`config.mk`:
```
export PLATFORM = sky130hd
export DESIGN_NAME = tinker_sequencer
export DESIGN_NICKNAME = d
export VERILOG_FILES = /design/src/hw/tinker_pkg.sv /design/src/hw/tinker_sequencer.sv
export SDC_FILE = /design/constraint.sdc
export NUM_CORES = 1
export LEC_CHECK = 0
export BUFFER_PORTS_ARGS = -buffer_cell sky130_fd_sc_hd__buf_4
export CAP_MARGIN = 20
export CORE_AREA = 4 4 478 480
export DETAILED_ROUTE_END_ITERATION = 7
export DIE_AREA = 0 0 482 484
export GPL_ROUTABILITY_DRIVEN = 0
export MAX_ROUTING_LAYER = met4
export PLACE_DENSITY = 0.3
export REMOVE_ABC_BUFFERS = 1
export SLEW_MARGIN = 15
export SYNTH_ARGS = -nofsm -noshare
export SYNTH_HDL_FRONTEND = slang
export SYNTH_SLANG_ARGS = --single-unit
```
`constraint.sdc`:
```
create_clock -name clk -period 9.27 [get_ports clk]
set_input_delay 1.3905 -clock clk [delete_from_list [all_inputs] [get_ports clk]]
set_output_delay 1.3905 -clock clk [all_outputs]
set_load 0.02 [all_outputs]
```
`src/hw/tinker_pkg.sv`:
```
package tinker_pkg;

    localparam int XLEN       = 64;
    localparam int ILEN       = 32;
    localparam int REG_ADDR_W = 5;
    localparam int LIT_W      = 12;
    localparam int MEM_BYTES  = 16384;
    localparam int MEM_ADDR_W = 14;

    localparam logic [XLEN-1:0] RESET_PC = 64'h2000;

    // Any code not listed here runs as a no-op
    typedef enum logic [4:0] {
        OP_AND     = 5'h00,
        OP_OR      = 5'h01,
        OP_XOR     = 5'h02,
        OP_NOT     = 5'h03,
        OP_SHFTR   = 5'h04,
        OP_SHFTRI  = 5'h05,
        OP_SHFTL   = 5'h06,
        OP_SHFTLI  = 5'h07,
        OP_BR      = 5'h08,
        OP_BRR     = 5'h09,
        OP_BRR_LIT = 5'h0A,
        OP_BRNZ    = 5'h0B,
        OP_BRGT    = 5'h0E,
        OP_HALT    = 5'h0F,
        OP_LOAD    = 5'h10,
        OP_MOV     = 5'h11,
        OP_MOVL    = 5'h12,
        OP_STORE   = 5'h13,
        OP_ADD     = 5'h18,
        OP_ADDI    = 5'h19,
        OP_SUB     = 5'h1A,
        OP_SUBI    = 5'h1B,
        OP_MUL     = 5'h1C,
        OP_DIV     = 5'h1D
    } opcode_t;

    typedef enum logic [2:0] {
        FETCH     = 3'd0,
        DECODE    = 3'd1,
        EXECUTE   = 3'd2,
        MEMORY    = 3'd3,
        WRITEBACK = 3'd4,
        HALTED    = 3'd5
    } stage_t;

    typedef struct packed {
        opcode_t                 opcode;
        logic [REG_ADDR_W-1:0]   rd;
        logic [REG_ADDR_W-1:0]   rs;
        logic [REG_ADDR_W-1:0]   rt;
        logic [XLEN-1:0]         literal;
        logic                    use_lit;
    } decoded_t;

    typedef struct packed {
        logic [XLEN-1:0] result;
        logic [XLEN-1:0] next_pc;
        logic [XLEN-1:0] mem_addr;
        logic [XLEN-1:0] mem_wdata;
        logic            mem_read;
        logic            mem_write;
    } alu_out_t;

    typedef struct packed {
        logic                  valid;
        logic [MEM_ADDR_W-1:0] addr;
        logic [ILEN-1:0]       data;
    } load_port_t;

    typedef struct packed {
        logic                  valid;
        logic [MEM_ADDR_W-1:0] addr;
        logic [XLEN-1:0]       data;
    } store_event_t;

endpackage

```
`src/hw/tinker_sequencer.sv`:
```
`timescale 1ns/1ps

module tinker_sequencer (
    input  logic                        clk,
    input  logic                        reset,
    input  logic [tinker_pkg::ILEN-1:0] instr,
    input  tinker_pkg::alu_out_t        alu_out,
    input  logic [tinker_pkg::XLEN-1:0] mem_rdata,
    input  logic [tinker_pkg::XLEN-1:0] operand_a,
    input  logic [tinker_pkg::XLEN-1:0] operand_b,
    input  logic [tinker_pkg::XLEN-1:0] operand_d,
    output logic [tinker_pkg::XLEN-1:0] pc,
    output tinker_pkg::decoded_t        decoded,
    output logic                        reg_read,
    output logic                        reg_write,
    output logic [tinker_pkg::XLEN-1:0] reg_wdata,
    output logic [tinker_pkg::XLEN-1:0] alu_a,
    output logic [tinker_pkg::XLEN-1:0] alu_b,
    output logic [tinker_pkg::XLEN-1:0] alu_d,
    output logic                        mem_strobe,
    output tinker_pkg::alu_out_t        mem_req,
    output logic                        halted
);

    tinker_pkg::stage_t          stage;
    tinker_pkg::stage_t          stage_next;
    logic [tinker_pkg::ILEN-1:0] ir;
    logic [tinker_pkg::ILEN-1:0] instr_word;
    tinker_pkg::opcode_t         op;
    tinker_pkg::alu_out_t        alu_q;

    // Opcodes that end in a register write
    function automatic logic writes_rd(input tinker_pkg::opcode_t code);
        case (code)
            tinker_pkg::OP_AND, tinker_pkg::OP_OR, tinker_pkg::OP_XOR,
            tinker_pkg::OP_NOT, tinker_pkg::OP_SHFTR, tinker_pkg::OP_SHFTRI,
            tinker_pkg::OP_SHFTL, tinker_pkg::OP_SHFTLI, tinker_pkg::OP_MOV,
            tinker_pkg::OP_MOVL, tinker_pkg::OP_ADD, tinker_pkg::OP_ADDI,
            tinker_pkg::OP_SUB, tinker_pkg::OP_SUBI, tinker_pkg::OP_MUL,
            tinker_pkg::OP_DIV: writes_rd = 1'b1;
            default:            writes_rd = 1'b0;
        endcase
    endfunction

    // Fetched word arrives from memory during DECODE
    assign instr_word = (stage == tinker_pkg::DECODE) ? instr : ir;
    assign op         = tinker_pkg::opcode_t'(instr_word[31:27]);

    always_comb begin
        decoded.opcode  = op;
        decoded.rd      = instr_word[26:22];
        decoded.rs      = instr_word[21:17];
        decoded.rt      = instr_word[16:12];
        decoded.literal = {{(tinker_pkg::XLEN-tinker_pkg::LIT_W){1'b0}},
                           instr_word[tinker_pkg::LIT_W-1:0]};
        decoded.use_lit = 1'b0;
        case (op)
            // Immediate forms read and write rd
            tinker_pkg::OP_ADDI, tinker_pkg::OP_SUBI, tinker_pkg::OP_SHFTRI,
            tinker_pkg::OP_SHFTLI, tinker_pkg::OP_MOVL: begin
                decoded.rs      = instr_word[26:22];
                decoded.use_lit = 1'b1;
            end
            tinker_pkg::OP_LOAD, tinker_pkg::OP_STORE, tinker_pkg::OP_BRR_LIT: begin
                decoded.use_lit = 1'b1;
            end
            default: begin
            end
        endcase
    end

    always_comb begin
        stage_next = stage;
        case (stage)
            tinker_pkg::FETCH:  stage_next = tinker_pkg::DECODE;
            tinker_pkg::DECODE: stage_next = tinker_pkg::EXECUTE;
            tinker_pkg::EXECUTE: begin
                if (op == tinker_pkg::OP_HALT) begin
                    stage_next = tinker_pkg::HALTED;
                end else if (alu_out.mem_read || alu_out.mem_write) begin
                    stage_next = tinker_pkg::MEMORY;
                end else if (writes_rd(op)) begin
                    stage_next = tinker_pkg::WRITEBACK;
                end else begin
                    stage_next = tinker_pkg::FETCH;
                end
            end
            tinker_pkg::MEMORY: begin
                stage_next = alu_q.mem_read ? tinker_pkg::WRITEBACK : tinker_pkg::FETCH;
            end
            tinker_pkg::WRITEBACK: stage_next = tinker_pkg::FETCH;
            tinker_pkg::HALTED:    stage_next = tinker_pkg::HALTED;
            default:               stage_next = tinker_pkg::FETCH;
        endcase
    end

    always_ff @(posedge clk or posedge reset) begin
        if (reset) begin
            stage <= tinker_pkg::FETCH;
            pc    <= tinker_pkg::RESET_PC;
        end else begin
            stage <= stage_next;
            if (stage == tinker_pkg::EXECUTE) begin
                pc <= alu_out.next_pc;
            end
        end
    end

    always_ff @(posedge clk) begin
        if (stage == tinker_pkg::DECODE) begin
            ir <= instr;
        end
        if (stage == tinker_pkg::EXECUTE) begin
            alu_q <= alu_out;
        end
    end

    assign alu_a = operand_a;
    assign alu_b = operand_b;
    assign alu_d = operand_d;

    assign reg_read   = (stage == tinker_pkg::DECODE);
    assign reg_write  = (stage == tinker_pkg::WRITEBACK);
    assign reg_wdata  = alu_q.mem_read ? mem_rdata : alu_q.result;
    assign mem_strobe = (stage == tinker_pkg::MEMORY);
    assign mem_req    = alu_q;
    assign halted     = (stage == tinker_pkg::HALTED);

endmodule

```
Word-level counts from Yosys, hierarchy flattened
Memory sizes are Yosys's and may differ from the RTL's. Index checks and enable logic that the tools add are counted.

Memories kept: 1. Output and inout port bits: 667. Bits in read-only memories: 32. Register bits after elaboration: 357. Input bits: 548.

Equal/unequal tests: 14. Multiplexer cells: 12. Reduce and logical (&&, ||, !) cells: 4.

Memory list: (name not given) (words 32, width 1, rd ports 1, clocked after memory_dff 0, write ports 0, line tinker_sequencer.sv:34) `case (code)`.

Operator list (count): two-way mux 64 bit (1); two-way mux 32 bit (1); == test 5 bit, second input constant (5); case mux 3 bit (5 select lines) (1); two-way mux 3 bit (4); == test 5 x 3 -> 1 bit, second input constant (2); == test 5 x 4 -> 1 bit, second input constant (2); OR reduction 8 bit (1); == test 3 x 2 -> 1 bit, second input constant (2); == test 3 bit, second input constant (2); two-way mux 5 bit (1); OR reduction 5 bit (1); two-way mux 1 bit (4); == test 3 x 1 -> 1 bit, second input constant (1); logical NOT 3 bit (1); logical OR 1 bit (1).

Longest topological paths before layout
An unclocked memory read counts as a cell.

Word-level depth: 10. Depth in mapped cells: 11. Depth with buffers taken out: 8.

Worst setup path before layout
Ideal clock, no wire load.

Kind: reg-to-reg. Start: reg stage[2]. End: reg pc[30] (netlist bit). Data arrival time: 9025 ps. Required time: 9166 ps. Path slack: 141 ps. Stages on the path, launching flop included: 5. Clock period less this slack: 9129 ps. Cells stage by stage: dfrtp_1 -> nand2b_1 -> nor2_1 -> clkbuf_1 -> mux2_2.

Longest elaborated chain between the ends: 1.

Ends and longest elaborated chain: start: declaration (line tinker_sequencer.sv:25) `tinker_pkg::stage_t stage;`; start signal: assignment (line tinker_sequencer.sv:99) `stage <= tinker_pkg::FETCH;`; start signal: assignment (line tinker_sequencer.sv:102) `stage <= stage_next;`; == test 3 x 2 -> 1 bit (line tinker_sequencer.sv:103) `if (stage == tinker_pkg::EXECUTE) begin`; end signal: assignment (line tinker_sequencer.sv:100) `pc <= tinker_pkg::RESET_PC;`; end signal: assignment (line tinker_sequencer.sv:104) `pc <= alu_out.next_pc;`; end: declaration (line tinker_sequencer.sv:12) `output logic [tinker_pkg::XLEN-1:0] pc,`.

No other way between the ends. A chain may end at the register's enable or synchronous reset.

==> flow_metrics.py <==
metrics = {
    "run_status": {
        "status": "finished, final reports clean",
    },
    "timing": {
        "relSlewSlack_pct": 35.09,
        "max_freq_ghz": 0.1707,
        "rsz0062_at_grt": "false",
        "slew_violations": 0,
        "setup_viol": 0,
        "hold_violations": 0,
        "finClkSkew_ns": 0.03673,
        "tightest_slew_ns": 0.9736,
        "fin_tns_setup_ns": 0,
        "layout_worst_path_cycle_share_pct": 63.20,
        "fin_crit_ns": 5.858,
    },
    "finish": {
        "multi_input_area_mm2": 0.002439,
        "syn2layout_area_growth_pct": 66.30,
        "drive_above_1_share_pct": 68.91,
        "layout.nets": 2024,
        "seqCellArea_mm2": 0.01007,
        "fillers": 25709,
    },
    "grt": {
        "grt_use_total_pct": 14.84,
        "grt_pass1_wl_mm": 198.7,
        "antenna_found_initial": 39,
        "grt_pass1_vias": 10485,
        "grt_max_degree": 110,
        "grt_overflow": 0,
    },
    "power_and_ir_drop": {
        "ir_worst_vdd_uv": 150.8,
        "finalPower_mw": 7.879,
        "cellPowerDensity_mw_per_mm2": 327.7,
        "leakage_nw": 9.111,
    },
    "yosys": {
        "synth_flop_cell": "edfxtp_1",
        "yosys.area.top_type": "edfxtp_1",
        "synth_common_cells": "buf_4 (273), edfxtp_1 (258), mux2_2 (161), dfrtp_1 (66), dfxtp_1 (32)",
        "yosysMostFrequentCell": "buf_4",
        "synthTopCellsByArea": "edfxtp_1 (54%), buf_4 (14%), mux2_2 (13%)",
        "yosys_warnings": 0,
        "ys_seq_area_share_pct": 69.64,
        "synth_area_per_cell_um2": 16.63,
        "synth_edf_count": 258,
        "netlist_area_mm2": 0.01446,
        "synth_top_area_share_pct": 53.60,
        "async_flop_share_pct": 18.77,
        "syn_inst": 869,
        "ys_ff_latch": 357,
        "ys_types": 38,
    },
    "critical_path": {
        "arrival_ns": 4.47,
        "r2r_cells": 7,
        "rrSetupSlack_ns": 6.04,
        "path_class": "reg -> out",
        "r2r_end": "stage[2]",
        "cp_data_required_time_ns": 7.88,
        "startpoint_type": "register",
        "reg2reg_from": "stage[0]",
        "endpoint_kind": "primary output",
        "cp_max_fo": 36,
    },
    "routing": {
        "drt_pass1_iterations": 7,
        "wl_per_cell_um": 39.24,
        "vias_per_cell": 2.567,
        "num_vias": 11582,
        "drc_errors": 0,
        "routed_wl_mm": 177.1,
        "ant_nets": 0,
        "drt_first_iter_violations": 1273,
    },
    "clock_tree": {
        "numClockSinks": 357,
        "cts_buffers": 54,
        "ctsRootBufferMaster": "clkbuf_16",
        "postCtsSetupRepairBufs": 0,
        "clk_latency_ns": 0.68,
        "cts_resized": 0,
        "clock_path_buffers": 3,
        "holdBufCountCts": 0,
        "clkSlewWorstSetupHoldPaths_ns": 0.06,
        "cts_tree": "built",
        "htreeDepth": 2,
    },
    "die": {
        "ios": 1215,
        "core_region_area_mm2": 0.2242,
        "die_w_um": 482,
        "start_util_pct": 6.446,
        "die_area_mm2": 0.2333,
        "placementRows": 174,
        "die_h_um": 484,
    },
    "hold_path": {
        "holdPathEnd": "ir[11]",
        "worstHoldStart": "ir[11]",
        "min_delay_path_depth": 1,
        "hold_path.class": "reg -> reg",
    },
    "job": {
        "maxCapViolCount": 0,
    },
    "place": {
        "dp_hpwl_mm": 150.4,
        "port_buffers": 778,
    },
}
layout by cell type, fill, tap and decap left out, types with 5 or more instances in the layout:
cell,instances
clkinv_2,8
clkbuf_16,57
clkbuf_1,10
clkbuf_8,7
dfxtp_1,32
edfxtp_1,258
buf_4,785
bufinv_16,5
mux2_2,161
dfrtp_1,66
clkinv_1,6
conb_1,52
registers in the layout (all words and copies together) (netlist names):
| name | flops |
|---|---|
| ir | 32 |
| mem_req | 258 |
| pc | 64 |
| stage | 3 |
metrics by stage:
step,hold slack (ns),cell area (um^2),utilization [%],std cells,setup WS [ns]
final,0.4725,24040,10.72,4512,3.412
after floorplan,0.4466,12520,-,630,-6.554
after detailed placement,0.4597,22190,9.895,4408,4.007
after CTS,0.4730,24030,10.72,4510,3.214
after global routing,0.4922,24040,10.72,4512,3.072
after global placement,0.4596,22190,9.895,4408,3.929
critical path, stage by stage (launching register included):
cell,delay [ns]
dfrtp_1,0.46
or3b_1,0.42
clkinv_2,0.71
mux2i_1,0.53
inv_1,0.16
ha_1,0.29
or2_2,0.35
a32oi_4,0.34
mux2_2,0.39
buf_4,0.16
metal layers:
metal / GRT usage [%] / part of all wire, % / wire [um] / up-vias
met4: 1.951 / 1.4 / 2435 / 0
met3: 18.15 / 26 / 46230 / 172
li1: - / - / - / 4028
met5: - / 0 / 0 / -
met2: 18.32 / 37 / 64660 / 1609
met1: 14.90 / 36 / 63740 / 5773
cell families after synthesis:
logic type	count (synthesis)	synth area share [%]
buffers and inverters	296	14.87
other	1	0.02594
muxes	168	13.08
DFF	357	69.64
adders and majority gates	4	0.3462
AOI/OAI and AO/OA	13	0.8223
xor gates and xnor gates	1	0.06060
and+or+nand+nor	29	1.160
cell type report:
cell class                 instances  area share (%)
antenna                            2         0.02082
clock buffer                      74           6.490
clock inverter                    28           1.192
inverter                           6          0.1093
multi-input combinational        267           10.14
sequential                       357           41.87
tap                             2992           15.57
timing repair buffer             786           24.60
how the worst max path moves through the flow:
| stage | endpoint | from | slack [ns] |
|---|---|---|---|
| 3_5_place_dp | decoded[74] | stage[0] | 4.01 |
| 2_1_floorplan | pc[13] | stage[2] | -6.55 |
| 4_1_cts | decoded[74] | stage[0] | 3.21 |
| 6_report | decoded[74] | stage[0] | 3.41 |
| 3_3_place_gp | decoded[70] | stage[0] | 3.93 |
| 5_1_grt | decoded[70] | stage[0] | 3.07 |
where the power goes:
part	total [mW]	switching (mW)	internal (mW)
Sequential	2.54	0.238	2.30
Clock	2.21	0.900	1.31
Combinational	3.13	1.96	1.17
No activity file was read; power rests on OpenSTA's default activity.
